<file path="src/hdl/pbus_macros.svh">
/*
 * peripheral bus constants
 * bus widths, slave memory map, register offsets and timer control bits
 */
`ifndef PBUS_MACROS_SVH
`define PBUS_MACROS_SVH

`define PBUS_ADDR_W     16      // byte address
`define PBUS_DATA_W     32      // single word access
`define PBUS_NUM_SLV    3       // gpio, tim0, tim1
`define PBUS_NUM_IRQ    3       // {tim1, tim0, gpio}
`define PBUS_GPIO_W     8

// memory map: addr[15:12] must be zero, addr[11:8] picks the slave
`define PBUS_SLV_LSB    8
`define PBUS_SLV_W      4
`define PBUS_REG_LSB    2       // word aligned registers, addr[3:2]
`define PBUS_REG_W      2

`define PBUS_TIM_CTRL     2'd0
`define PBUS_TIM_LOAD     2'd1
`define PBUS_TIM_COUNT    2'd2  // read only
`define PBUS_TIM_STATUS   2'd3  // bit 0 pending, write 1 clears

`define PBUS_GPIO_OUT     2'd0
`define PBUS_GPIO_IN      2'd1  // read only
`define PBUS_GPIO_IRQ_EN  2'd2
`define PBUS_GPIO_STATUS  2'd3  // change flags, write 1 clears

`define PBUS_TIM_EN       0     // ctrl bit positions
`define PBUS_TIM_RELOAD   1
`define PBUS_TIM_IRQ_EN   2

`endif
</file>
<file path="src/hdl/pbus_pkg.sv">
/*
 * peripheral bus types
 * opcode, response code and intake state enums, plus the request,
 * access and response structs passed between the bus blocks
 */
`include "pbus_macros.svh"

package pbus_pkg;

    //////////////////////////////////////////////////
    // enums
    //////////////////////////////////////////////////

    typedef enum logic {
        PBUS_READ  = 1'b0,
        PBUS_WRITE = 1'b1
    } pbus_op_e;

    typedef enum logic {
        PBUS_OKAY   = 1'b0,
        PBUS_DECERR = 1'b1              // unmapped address
    } pbus_resp_e;

    typedef enum logic [1:0] {
        IDLE     = 2'd0,                // waiting for req
        ACCESS   = 2'd1,                // request captured, decoding
        WAIT_RSP = 2'd2,                // strobe sent, slave busy
        HOLD_ACK = 2'd3                 // ack high until req drops
    } pbus_state_e;

    //////////////////////////////////////////////////
    // structs
    //////////////////////////////////////////////////

    // host request, 49 bits
    typedef struct packed {
        pbus_op_e                 op;
        logic [`PBUS_ADDR_W-1:0]  addr;
        logic [`PBUS_DATA_W-1:0]  wdata;
    } pbus_req_t;

    // decoded access broadcast to the slaves, 35 bits
    typedef struct packed {
        pbus_op_e                 op;
        logic [`PBUS_REG_W-1:0]   reg_off;    // register inside the slave
        logic [`PBUS_DATA_W-1:0]  wdata;
    } pbus_acc_t;

    // response back to the host, 33 bits
    typedef struct packed {
        pbus_resp_e               resp;
        logic [`PBUS_DATA_W-1:0]  rdata;
    } pbus_rsp_t;

endpackage : pbus_pkg

</file>
<file path="src/hdl/peripheral_bus.sv">
/*
 * peripheral bus top
 * req/ack host port in front of gpio, tim0 and tim1, merged interrupts
 */
`timescale 1ns/1ps
`include "pbus_macros.svh"

module peripheral_bus (
    input  logic                      clock_i,
    input  logic                      rst_n_i,
    input  logic                      req_i,
    input  pbus_pkg::pbus_req_t       req_payload_i,
    output logic                      ack_o,
    output pbus_pkg::pbus_rsp_t       rsp_o,
    input  logic [`PBUS_GPIO_W-1:0]   gpio_in_i,
    output logic [`PBUS_GPIO_W-1:0]   gpio_out_o,
    output logic [`PBUS_NUM_IRQ-1:0]  int_o
);
    import pbus_pkg::*;

    //////////////////////////////////////////////////
    // internal wires
    //////////////////////////////////////////////////

    pbus_acc_t                 acc;         // broadcast to all slaves
    logic [`PBUS_NUM_SLV-1:0]  acc_en;      // 0 gpio, 1 tim0, 2 tim1
    logic                      dec_err;
    logic [`PBUS_NUM_SLV-1:0]  rd_valid;
    logic [`PBUS_DATA_W-1:0]   rdata [`PBUS_NUM_SLV];
    logic                      rsp_valid;
    pbus_rsp_t                 rsp;
    logic                      gpio_int;
    logic                      tim0_int;
    logic                      tim1_int;

    assign int_o = {tim1_int, tim0_int, gpio_int};

    //////////////////////////////////////////////////
    // input side
    //////////////////////////////////////////////////

    pbus_req_intake intake_u (
        .clock_i       ( clock_i       ),
        .rst_n_i       ( rst_n_i       ),
        .req_i         ( req_i         ),
        .req_payload_i ( req_payload_i ),
        .ack_o         ( ack_o         ),
        .rsp_o         ( rsp_o         ),
        .acc_o         ( acc           ),
        .acc_en_o      ( acc_en        ),
        .dec_err_o     ( dec_err       ),
        .rsp_valid_i   ( rsp_valid     ),
        .rsp_i         ( rsp           )
    );

    //////////////////////////////////////////////////
    // slaves
    //////////////////////////////////////////////////

    pbus_gpio gpio_u (
        .clock_i    ( clock_i     ),
        .rst_n_i    ( rst_n_i     ),
        .acc_i      ( acc         ),
        .acc_en_i   ( acc_en[0]   ),
        .rd_valid_o ( rd_valid[0] ),
        .rdata_o    ( rdata[0]    ),
        .gpio_in_i  ( gpio_in_i   ),
        .gpio_out_o ( gpio_out_o  ),
        .irq_o      ( gpio_int    )
    );

    pbus_timer tim0_u (
        .clock_i    ( clock_i     ),
        .rst_n_i    ( rst_n_i     ),
        .acc_i      ( acc         ),
        .acc_en_i   ( acc_en[1]   ),
        .rd_valid_o ( rd_valid[1] ),
        .rdata_o    ( rdata[1]    ),
        .irq_o      ( tim0_int    )
    );

    pbus_timer tim1_u (
        .clock_i    ( clock_i     ),
        .rst_n_i    ( rst_n_i     ),
        .acc_i      ( acc         ),
        .acc_en_i   ( acc_en[2]   ),
        .rd_valid_o ( rd_valid[2] ),
        .rdata_o    ( rdata[2]    ),
        .irq_o      ( tim1_int    )
    );

    //////////////////////////////////////////////////
    // output side
    //////////////////////////////////////////////////

    pbus_resp_mux resp_mux_u (
        .clock_i     ( clock_i   ),
        .rst_n_i     ( rst_n_i   ),
        .rd_valid_i  ( rd_valid  ),
        .rdata_i     ( rdata     ),
        .dec_err_i   ( dec_err   ),
        .rsp_valid_o ( rsp_valid ),
        .rsp_o       ( rsp       )
    );

endmodule : peripheral_bus

</file>
<file path="src/hdl/pbus_resp_mux.sv">
/*
 * response merge
 * ORs slave read data, folds in the decode error, registers the result
 */
`timescale 1ns/1ps
`include "pbus_macros.svh"

module pbus_resp_mux (
    input  logic                      clock_i,
    input  logic                      rst_n_i,
    input  logic [`PBUS_NUM_SLV-1:0]  rd_valid_i,
    input  logic [`PBUS_DATA_W-1:0]   rdata_i [`PBUS_NUM_SLV],
    input  logic                      dec_err_i,
    output logic                      rsp_valid_o,
    output pbus_pkg::pbus_rsp_t       rsp_o
);
    import pbus_pkg::*;

    logic [`PBUS_DATA_W-1:0] rdata_or;
    logic                    dec_err_q;     // error lined up with slave answers

    // only the answering slave contributes
    always_comb begin
        rdata_or = '0;
        for (int i = 0; i < `PBUS_NUM_SLV; i++) begin
            if (rd_valid_i[i]) rdata_or = rdata_or | rdata_i[i];
        end
    end

    always_ff @(posedge clock_i or negedge rst_n_i) begin
        if (!rst_n_i) begin
            dec_err_q   <= 1'b0;
            rsp_valid_o <= 1'b0;
        end else begin
            dec_err_q   <= dec_err_i;             // stands in for the slave stage
            rsp_valid_o <= (|rd_valid_i) || dec_err_q;
        end
    end

    always_ff @(posedge clock_i) begin
        if (dec_err_q) begin
            rsp_o.resp  <= PBUS_DECERR;
            rsp_o.rdata <= '0;                  // nothing behind the address
        end else begin
            rsp_o.resp  <= PBUS_OKAY;
            rsp_o.rdata <= rdata_or;
        end
    end

    // intake issues one strobe per request, so at most one answer arrives
    a_single_source: assert property (@(posedge clock_i) disable iff (!rst_n_i)
        $onehot0({rd_valid_i, dec_err_i}));

endmodule : pbus_resp_mux

</file>
<file path="src/hdl/pbus_gpio.sv">
/*
 * gpio block
 * output register, two-flop input synchronizer and change interrupt
 */
`timescale 1ns/1ps
`include "pbus_macros.svh"

module pbus_gpio (
    input  logic                     clock_i,
    input  logic                     rst_n_i,
    input  pbus_pkg::pbus_acc_t      acc_i,
    input  logic                     acc_en_i,
    output logic                     rd_valid_o,
    output logic [`PBUS_DATA_W-1:0]  rdata_o,
    input  logic [`PBUS_GPIO_W-1:0]  gpio_in_i,
    output logic [`PBUS_GPIO_W-1:0]  gpio_out_o,
    output logic                     irq_o
);
    import pbus_pkg::*;

    logic [`PBUS_GPIO_W-1:0]  out_q;
    logic [`PBUS_GPIO_W-1:0]  irq_en_q;
    logic [`PBUS_GPIO_W-1:0]  status_q;      // sticky change flags
    logic [`PBUS_GPIO_W-1:0]  sync1_q;
    logic [`PBUS_GPIO_W-1:0]  sync2_q;       // synchronized inputs
    logic [`PBUS_GPIO_W-1:0]  prev_q;        // last synchronized value
    logic [`PBUS_GPIO_W-1:0]  changed;
    logic [`PBUS_GPIO_W-1:0]  rd_mux;
    logic                     wr_en;

    assign wr_en   = acc_en_i && (acc_i.op == PBUS_WRITE);
    assign changed = (sync2_q ^ prev_q) & irq_en_q;   // only enabled bits

    always_ff @(posedge clock_i or negedge rst_n_i) begin
        if (!rst_n_i) begin
            sync1_q <= '0;
            sync2_q <= '0;
            prev_q  <= '0;
        end else begin
            sync1_q <= gpio_in_i;
            sync2_q <= sync1_q;
            prev_q  <= sync2_q;
        end
    end

    always_ff @(posedge clock_i or negedge rst_n_i) begin
        if (!rst_n_i) begin
            out_q    <= '0;
            irq_en_q <= '0;
            status_q <= '0;
        end else begin
            if (wr_en && acc_i.reg_off == `PBUS_GPIO_OUT)    out_q    <= acc_i.wdata[`PBUS_GPIO_W-1:0];
            if (wr_en && acc_i.reg_off == `PBUS_GPIO_IRQ_EN) irq_en_q <= acc_i.wdata[`PBUS_GPIO_W-1:0];
            if (wr_en && acc_i.reg_off == `PBUS_GPIO_STATUS)
                status_q <= (status_q & ~acc_i.wdata[`PBUS_GPIO_W-1:0]) | changed;  // w1c
            else
                status_q <= status_q | changed;
        end
    end

    assign gpio_out_o = out_q;
    assign irq_o      = |status_q;

    always_comb begin
        case (acc_i.reg_off)
            `PBUS_GPIO_OUT:    rd_mux = out_q;
            `PBUS_GPIO_IN:     rd_mux = sync2_q;
            `PBUS_GPIO_IRQ_EN: rd_mux = irq_en_q;
            default:           rd_mux = status_q;   // `PBUS_GPIO_STATUS
        endcase
    end

    always_ff @(posedge clock_i or negedge rst_n_i) begin
        if (!rst_n_i) rd_valid_o <= 1'b0;
        else          rd_valid_o <= acc_en_i;
    end

    always_ff @(posedge clock_i) begin
        rdata_o <= (acc_en_i && acc_i.op == PBUS_READ) ? `PBUS_DATA_W'(rd_mux) : '0;
    end

endmodule : pbus_gpio

</file>
<file path="src/hdl/pbus_timer.sv">
/*
 * down-counting timer
 * one-shot or auto-reload from LOAD, pending flag with maskable interrupt
 */
`timescale 1ns/1ps
`include "pbus_macros.svh"

module pbus_timer (
    input  logic                     clock_i,
    input  logic                     rst_n_i,
    input  pbus_pkg::pbus_acc_t      acc_i,
    input  logic                     acc_en_i,
    output logic                     rd_valid_o,
    output logic [`PBUS_DATA_W-1:0]  rdata_o,
    output logic                     irq_o
);
    import pbus_pkg::*;

    logic [`PBUS_TIM_IRQ_EN:0]  ctrl_q;     // irq_en, reload, en
    logic [`PBUS_DATA_W-1:0]    load_q;
    logic [`PBUS_DATA_W-1:0]    count_q;
    logic                       pending_q;
    logic                       wr_en;
    logic                       expire;
    logic                       pend_clr;
    logic [`PBUS_DATA_W-1:0]    rd_mux;

    assign wr_en    = acc_en_i && (acc_i.op == PBUS_WRITE);
    assign expire   = ctrl_q[`PBUS_TIM_EN] && (count_q == '0);
    assign pend_clr = wr_en && (acc_i.reg_off == `PBUS_TIM_STATUS) && acc_i.wdata[0];

    //////////////////////////////////////////////////
    // counter and registers
    //////////////////////////////////////////////////

    always_ff @(posedge clock_i or negedge rst_n_i) begin
        if (!rst_n_i) begin
            ctrl_q  <= '0;
            load_q  <= '0;
            count_q <= '0;
        end else begin
            if (expire) begin
                if (ctrl_q[`PBUS_TIM_RELOAD]) count_q <= load_q;   // auto-reload
                else ctrl_q[`PBUS_TIM_EN] <= 1'b0;                // one-shot stops
            end else if (ctrl_q[`PBUS_TIM_EN]) begin
                count_q <= count_q - 1'b1;
            end
            if (wr_en) begin
                case (acc_i.reg_off)
                    `PBUS_TIM_CTRL: begin
                        ctrl_q <= acc_i.wdata[`PBUS_TIM_IRQ_EN:0];
                        if (acc_i.wdata[`PBUS_TIM_EN] && !ctrl_q[`PBUS_TIM_EN])
                            count_q <= load_q;         // start from LOAD
                    end
                    `PBUS_TIM_LOAD: load_q <= acc_i.wdata;
                    default: ;                          // COUNT ignores writes
                endcase
            end
        end
    end

    // set wins over a same-cycle clear
    always_ff @(posedge clock_i or negedge rst_n_i) begin
        if (!rst_n_i) pending_q <= 1'b0;
        else          pending_q <= (pending_q && !pend_clr) || expire;
    end

    assign irq_o = pending_q && ctrl_q[`PBUS_TIM_IRQ_EN];

    //////////////////////////////////////////////////
    // read path
    //////////////////////////////////////////////////

    always_comb begin
        case (acc_i.reg_off)
            `PBUS_TIM_CTRL:  rd_mux = `PBUS_DATA_W'(ctrl_q);
            `PBUS_TIM_LOAD:  rd_mux = load_q;
            `PBUS_TIM_COUNT: rd_mux = count_q;
            default:         rd_mux = `PBUS_DATA_W'(pending_q);   // status
        endcase
    end

    always_ff @(posedge clock_i or negedge rst_n_i) begin
        if (!rst_n_i) rd_valid_o <= 1'b0;
        else          rd_valid_o <= acc_en_i;   // writes answer too
    end

    always_ff @(posedge clock_i) begin
        rdata_o <= (acc_en_i && acc_i.op == PBUS_READ) ? rd_mux : '0;
    end

    // a raised interrupt holds until a STATUS clear or a CTRL rewrite
    a_irq_sticky: assert property (@(posedge clock_i) disable iff (!rst_n_i)
        irq_o && !pend_clr && !(wr_en && acc_i.reg_off == `PBUS_TIM_CTRL) |=> irq_o);

endmodule : pbus_timer

</file>
<file path="src/hdl/pbus_req_intake.sv">
/*
 * request intake
 * four-phase req/ack host port, slave decode and single access sequencing
 */
`timescale 1ns/1ps
`include "pbus_macros.svh"

module pbus_req_intake (
    input  logic                      clock_i,
    input  logic                      rst_n_i,
    input  logic                      req_i,
    input  pbus_pkg::pbus_req_t       req_payload_i,
    output logic                      ack_o,
    output pbus_pkg::pbus_rsp_t       rsp_o,
    output pbus_pkg::pbus_acc_t       acc_o,
    output logic [`PBUS_NUM_SLV-1:0]  acc_en_o,
    output logic                      dec_err_o,
    input  logic                      rsp_valid_i,
    input  pbus_pkg::pbus_rsp_t       rsp_i
);
    import pbus_pkg::*;

    pbus_state_e               state_q;
    pbus_req_t                 req_q;       // captured request
    pbus_rsp_t                 rsp_q;       // held for the host
    logic [`PBUS_SLV_W-1:0]    slv_sel;
    logic                      mapped;
    logic [`PBUS_NUM_SLV-1:0]  slv_onehot;

    //////////////////////////////////////////////////
    // decode
    //////////////////////////////////////////////////

    assign slv_sel = req_q.addr[`PBUS_SLV_LSB +: `PBUS_SLV_W];
    assign mapped  = (req_q.addr[`PBUS_ADDR_W-1:`PBUS_SLV_LSB+`PBUS_SLV_W] == '0)
                  && (slv_sel < `PBUS_NUM_SLV);       // upper bits clear, slave exists

    always_comb begin
        for (int i = 0; i < `PBUS_NUM_SLV; i++) begin
            slv_onehot[i] = mapped && (slv_sel == `PBUS_SLV_W'(i));
        end
    end

    assign acc_o = '{op:      req_q.op,
                     reg_off: req_q.addr[`PBUS_REG_LSB +: `PBUS_REG_W],
                     wdata:   req_q.wdata};

    //////////////////////////////////////////////////
    // fsm
    //////////////////////////////////////////////////

    always_ff @(posedge clock_i or negedge rst_n_i) begin
        if (!rst_n_i) begin
            state_q   <= IDLE;
            acc_en_o  <= '0;
            dec_err_o <= 1'b0;
        end else begin
            acc_en_o  <= '0;                   // strobes are single cycle
            dec_err_o <= 1'b0;
            case (state_q)
                IDLE:     if (req_i) state_q <= ACCESS;
                ACCESS: begin
                    acc_en_o  <= slv_onehot;
                    dec_err_o <= ~mapped;
                    state_q   <= WAIT_RSP;
                end
                WAIT_RSP: if (rsp_valid_i) state_q <= HOLD_ACK;
                HOLD_ACK: if (!req_i) state_q <= IDLE;   // host released req
                default:  state_q <= IDLE;
            endcase
        end
    end

    always_ff @(posedge clock_i) begin
        if (state_q == IDLE && req_i) req_q <= req_payload_i;
        if (state_q == WAIT_RSP && rsp_valid_i) rsp_q <= rsp_i;
    end

    assign ack_o = (state_q == HOLD_ACK);  // stays up under back-pressure
    assign rsp_o = rsp_q;

    //////////////////////////////////////////////////
    // assertions
    //////////////////////////////////////////////////

    a_one_target: assert property (@(posedge clock_i) disable iff (!rst_n_i)
        $onehot0({acc_en_o, dec_err_o}));     // one slave or an error, never both

    a_payload_stable: assert property (@(posedge clock_i) disable iff (!rst_n_i)
        (req_i && !ack_o) ##1 (req_i && !ack_o) |-> $stable(req_payload_i));

endmodule : pbus_req_intake

</file>
<file path="config.mk">
export PLATFORM = sky130hd
export DESIGN_NAME = peripheral_bus
export DESIGN_NICKNAME = d
export VERILOG_FILES = /design/src/hdl/pbus_pkg.sv /design/src/hdl/peripheral_bus.sv /design/src/hdl/pbus_resp_mux.sv /design/src/hdl/pbus_gpio.sv /design/src/hdl/pbus_timer.sv /design/src/hdl/pbus_req_intake.sv
export VERILOG_INCLUDE_DIRS = /design/src /design/src/hdl
export SDC_FILE = /design/constraint.sdc
export NUM_CORES = 1
export LEC_CHECK = 0
export ABC_AREA = 1
export BUFFER_PORTS_ARGS = -buffer_cell sky130_fd_sc_hd__buf_2
export CAP_MARGIN = 15
export CORE_MARGIN = 4
export CORE_UTILIZATION = 45
export CTS_CLUSTER_SIZE = 10
export DETAILED_ROUTE_END_ITERATION = 8
export GPL_ROUTABILITY_DRIVEN = 1
export PLACE_DENSITY = 0.65
export RECOVER_POWER = 100
export SLEW_MARGIN = 15
export SYNTH_ARGS = -nofsm -noshare
export SYNTH_HDL_FRONTEND = slang
export SYNTH_HIERARCHICAL = 1
export SYNTH_SLANG_ARGS = --single-unit
</file>
<file path="constraint.sdc">
create_clock -name clock_i -period 2.2 [get_ports clock_i]
set_clock_uncertainty 0.2 [all_clocks]
set_input_delay 0.44 -clock clock_i [delete_from_list [all_inputs] [get_ports clock_i]]
set_output_delay 0.44 -clock clock_i [all_outputs]
set_load 0.01 [all_outputs]
</file>
==> results of run 1 <==
-- power groups by stage --
| stage | clock network (uW) | registers, uW | logic [uW] |
|---|---|---|---|
| floorplan | 0 | 7920 | 1720 |
| global placement | 0 | 8070 | 2340 |
| detailed placement | 0 | 8080 | 2390 |
| CTS | 6710 | 7950 | 2480 |
| global route | 7030 | 8000 | 2580 |
| finish | 6590 | 7970 | 2340 |
-- final cells by class --
class                   instances  area (um^2)
repair buffers                244         1780
multi-input cells            1501         7190
well taps                     525          657
fillers                      3739        19000
clock buffers                  77         1270
inverters                     250          940
clock inverters                 2         10.0
flip-flops and latches        376         9260
-- path summary, 6_finish.rpt --
check,to,cells past startpoint,slack (ps),start
max in group asynchronous,tim1_u/load_q[20],3,240,rst_n_i
worst min register to register,gpio_u/sync2_q[6],0,150,gpio_u/sync1_q[6]
worst max register to register,tim1_u/load_q[27],6,80,intake_u/acc_o[32]
min in group asynchronous,tim1_u/ctrl_q[2],2,420,rst_n_i
worst max-delay path,int_o[0],5,40,gpio_u/status_q[6]
worst min-delay path,intake_u/state_q[0],4,110,req_i
-- per-stage QoR --
stage          instance area, um^2  hold WS [ps]  setup TNS, ps
2_1_floorplan                18500         -55.6              0
3_3_place_gp                 19500           132              0
3_5_place_dp                 19500           135              0
4_1_cts                      21300          72.0              0
5_1_grt                      21100           126          -2970
6_report                     21100           112              0
-- worst max-delay path, cell delays in order (launching register included) --
cell     delay (ps)
dfrtp_1         390
inv_2            80
nand2_2          70
nor3_4          190
nand3_2         120
buf_6           140
-- kinds of logic (layout without fill, tap and decap cells) --
logic type / Yosys count / count (layout)
AND/OR/NAND/NOR: 1152 / 1152
flip-flops: 376 / 376
multiplexers: 30 / 30
AO/OA/AOI/OAI: 266 / 266
adder cells (fa/ha/maj): 7 / 7
other: 1 / 24
XOR/XNOR: 22 / 22
buffers and inverters: 410 / 573
-- state kept, by name, indices dropped and copies added (netlist names), 2 cells and up --
name               flops
gpio_u/gpio_out_o      8
gpio_u/irq_en_q        8
gpio_u/prev_q          8
gpio_u/rdata_o         8
gpio_u/status_q        8
gpio_u/sync1_q         8
gpio_u/sync2_q         8
intake_u/acc_en_o      3
intake_u/acc_o        35
intake_u/req_q         8
intake_u/rsp_o        33
intake_u/state_q       2
resp_mux_u/rsp_o      33
tim0_u/count_q        32
tim0_u/ctrl_q          3
tim0_u/load_q         32
tim0_u/rdata_o        32
tim1_u/count_q        32
tim1_u/ctrl_q          3
tim1_u/load_q         32
tim1_u/rdata_o        32
-- routing by layer --
layer  share of wire (%)  wire length, um  vias to the layer above  GRT usage (%)
met4                 2.7             1390                        2           6.82
met5               0.025               13                        -              0
met3                 5.7             2970                       80           3.38
met2                  47            24800                      478           39.4
met1                  45            23400                     7366           32.4
li1                    -                -                     7480              -
-- cells in the mapped netlist, types with 10 or more instances --
cell type  count  area share, %
a21oi_1      126            3.4
buf_2         13           0.35
buf_4         74            3.0
buf_6         17            1.0
clkbuf_1      45           0.92
dfrtp_1      195             26
dfxtp_1      105             11
edfxtp_1      76             12
inv_1        244            5.0
mux2_2        28            1.7
nand2_1      612             12
nand2_2       18           0.61
nand3_1      255            6.9
nand4_1       26           0.88
nor2_1       183            3.7
nor2_2        15           0.51
nor2_4        10           0.61
o21ai_0      114            3.1
xor2_1        16           0.76
-- placed cells by master (no fill, tap or decap), types with 46 or more instances in the layout --
cell type,instances
a21oi_1,126
buf_4,62
clkbuf_1,85
clkbuf_16,46
dfrtp_1,195
dfxtp_1,105
dlygate4sd3_1,52
edfxtp_1,76
inv_1,243
nand2_1,613
nand3_1,254
nor2_1,178
o21ai_0,122
-- timing repair --
action,4_1_cts,5_1_grt
pin swaps,0,6
hold buffers,52,0
hold endpoints to repair,124,0
setup endpoints to repair,1,34
resized for setup,1,21
gates cloned,0,1
setup buffers,0,5
==> impl_metrics.toml, run 1 <==
[finish]
final_util_pct = 52.6
diodes = 0
area_growth_pct = 14.4
nets = 2484
drive_gt1_share_pct = 12.6
stdcell_count = 2975

[floorplan]
io_pins = 105
die_h_um = 210
die_x_um = 210
core_mm2 = 0.0401
dieArea_mm2 = 0.0443
start_util_pct = 46.0
num_rows = 73

[clocking]
cts_buffers = 44
path_clk_slew_ps = 60
clkLatencyLatePin_ps = 540
cts_tree = "done"
cts.path.max_buffers = 3
h-tree-depth = 2
cts.sinks = 376
cts-root-buf = "clkbuf_16"

[drt]
wl_per_cell_um = 17.7
drt_iter0_drc = 1211
routed_wl_um = 52600
drc = 0
dr_total_vias = 15406
dr.pass1.iters = 7
via_per_inst = 5.18
detail-route-antenna-nets = 0

[logic_synthesis]
synth-seq-cells = 376
syn_area_per_cell_um2 = 8.14
yosysWarnings = 6
synth_xor_area_share_pct = 1.05
synthesis.area_mm2 = 0.0184
synth_top_family_by_area = "simple AND/OR/NAND/NOR gates"
synthSimpleGateAreaFrac_pct = 27.6
post_synth_mux_area_share_pct = 1.82
ys_seq_area_share_pct = 50.2
synth-edff-count = 76
synthAdderAreaFrac_pct = 0.475
ys_async_sr_fraction_pct = 51.9
netlist_instances = 2264
synth_compound_area_share_pct = 7.67
synth.distinct_cells = 42
yosys_most_used_dff = "dfrtp_1"

[power_and_ir_drop]
power.density_mw_per_mm2 = 801
p_int_uw = 12200
p_seq_share_pct = 47.2
p_sw_share_pct = 28.0
share_comb_of_total_power_pct = 13.8
p_leak_uw = 0.00999
total_power_uw = 16900
clock_power_share_pct = 39.0
ir_drop_mv = 0.770
switchingPower_uw = 4740

[timing]
setup_slack_ps = 43.3
relSlewSlack_pct = 22.5
tightest_slew_ps = 1160
finalSetupViolCount = 0
layout_min_cycle_time_ps = 2160
slew_violations = 0
grt_setup_unrepaired = "yes"
timing_hold_violations_final = 0
fin_crit_sh_pct = 98.0
clock.fmax_mhz = 464

[worst_setup_path]
cp_max_fo = 3
arrival_ps = 1520
end_kind = "output port"
worstPathRequired_ps = 1560
path_class = "reg -> out"
cp-start-kind = "flip-flop"

[status]
status = "complete, no violations"

[global_routing]
grt_max_degree = 64
grt_first_pass_wirelength_um = 83400
grt_use_total_pct = 23.6
grt_pass1_vias = 15407
grt-ovfl-total = 0
antenna_found_initial = 2

[placement]
dp.cells = 2838
place_hpwl_um = 36800
pre_cts_slack_ps = 79.0
gp_congestion = 0.971
portBuffers = 98

[run]
cap_violations = 0

[hold_path]
hold_path.class = "in -> reg"
Note: power is estimated with default switching activity, not from simulation.
==> inputs of run 2 (changes only) <==
CORE_UTILIZATION = 55   (was 45)
PLACE_DENSITY = 0.77   (was 0.65)
SKIP_CTS_REPAIR_TIMING = 1   (was default)
==> run 2 against run 1 <==
Compared with the run above: the run now ends with setup timing left; worst hold slack worse by 9.3 ps; cell count is 2.5% lower; combinational power grew 4%; utilization grew 12 points; power grew 2.9%; clock-buffer cell count grew 1; via count grew 1.9%; critical path type unchanged.
==> impl_metrics.toml, run 2 (synthesized netlist as in run 1, its figures left out) <==
[finish]
final_util_pct = 64.3
drive_gt1_share_pct = 12.3
area_growth_pct = 14.3
nets = 2491
mostFrequentLayoutCells = "nand2_1 (616), nand3_1 (255), inv_1 (244), dfrtp_1 (195), nor2_1 (176)"
layout_commonest_cell = "nand2_1"
stdcell_count = 2902
largest_reg_flops = 35
diodes = 0

[placement]
dp.cells = 2764
gp_congestion = 0.959
place_hpwl_um = 36400
portBuffers = 98

[drt]
detail-route-antenna-nets = 0
drt_iter0_drc = 1565
routed_wl_um = 52300
drc = 0
wl_per_cell_um = 18.0
via_per_inst = 5.41
dr.pass1.iters = 6
dr_total_vias = 15699

[clocking]
h-tree-depth = 2
cts.sinks = 376
cts.path.max_buffers = 3
cts-root-buf = "clkbuf_16"
cts_buffers = 45
clkLatencyLatePin_ps = 550
cts_tree = "done"
path_clk_slew_ps = 60

[power_and_ir_drop]
power.density_mw_per_mm2 = 825
ir_drop_mv = 0.678
p_leak_uw = 0.0100
total_power_uw = 17400

[worst_setup_path]
cp_max_fo = 3
worstPathRequired_ps = 1560
path_class = "reg -> out"
cp-start-kind = "flip-flop"
arrival_ps = 1580
end_kind = "output port"

[timing]
fin_setup_tns_ps = -18.7
timing.hold.ws_ps = 103
setup_slack_ps = -18.7
finalSetupViolCount = 1
fin_crit_sh_pct = 101
slew_violations = 0
relSlewSlack_pct = 18.1
layout_min_cycle_time_ps = 2220
timing_hold_violations_final = 0
tightest_slew_ps = 1230
clock.fmax_mhz = 451
grt_setup_unrepaired = "yes"

[status]
violations = "setup timing"
status = "finished, violations left"

[floorplan]
num_rows = 66
core_mm2 = 0.0328
io_pins = 105
die_h_um = 191
die_x_um = 191
dieArea_mm2 = 0.0365
start_util_pct = 56.2

[run]
cap_violations = 0

[global_routing]
grt_first_pass_wirelength_um = 80300
grt_use_total_pct = 28.1
grt-ovfl-total = 0
grt_max_degree = 64
antenna_found_initial = 0
grt_pass1_vias = 15008

[hold_path]
hold_path.class = "in -> async"
==> run 2: stage by stage <==
step                      worst slack (ps)  area, um^2
final                                -18.7       21100
after detailed placement               129       19400
after CTS                            -88.1       20800
after global placement                 171       19400
after global routing                 -48.5       21100
after floorplan                       65.9       18500
==> run 2: worst paths after layout <==
check / endpoint / from / slack, ps / cells after the start
worst max-delay path: int_o[0] / gpio_u/status_q[6] / -20 / 5
worst min-delay path: tim0_u/load_q[1] / rst_n_i / 100 / 2
worst max register to register: tim1_u/load_q[18] / intake_u/acc_o[33] / 70 / 10
worst min register to register: gpio_u/sync2_q[5] / gpio_u/sync1_q[5] / 140 / 0
max in group asynchronous: tim1_u/count_q[0] / rst_n_i / 270 / 3
min in group clock_i: intake_u/state_q[1] / req_i / 120 / 4
==> run 2: critical path, stage by stage (launching register included) <==
cell and delay [ps]:
dfrtp_1 380, inv_1 100, nand2_1 80, nor3_2 160, nand3_1 140, buf_2 170
==> run 2: final cells by class <==
type                       instances  area (um^2)
clock buffer                      78         1330
clock inverter                     5         53.8
fill                            2737        11700
inverter                         250          940
multi-input combinational       1501         7160
sequential                       376         9260
tap                              442          553
timing repair buffer             250         1760
==> run 2: metal layers <==
layer	share of wire, %	up-vias	track usage (%)	routed length [um]
met3	7.6	138	5.06	4000
met2	46	647	44.9	24300
li1	-	7486	-	-
met4	4.4	0	12.5	2310
met1	42	7428	37.9	21700
met5	0	-	0	0
==> run 2: where the power goes <==
part | total [uW] | switching (uW) | internal [uW]
Combinational | 2430 | 1660 | 775
Sequential | 7940 | 352 | 7590
Clock | 7000 | 2800 | 4200
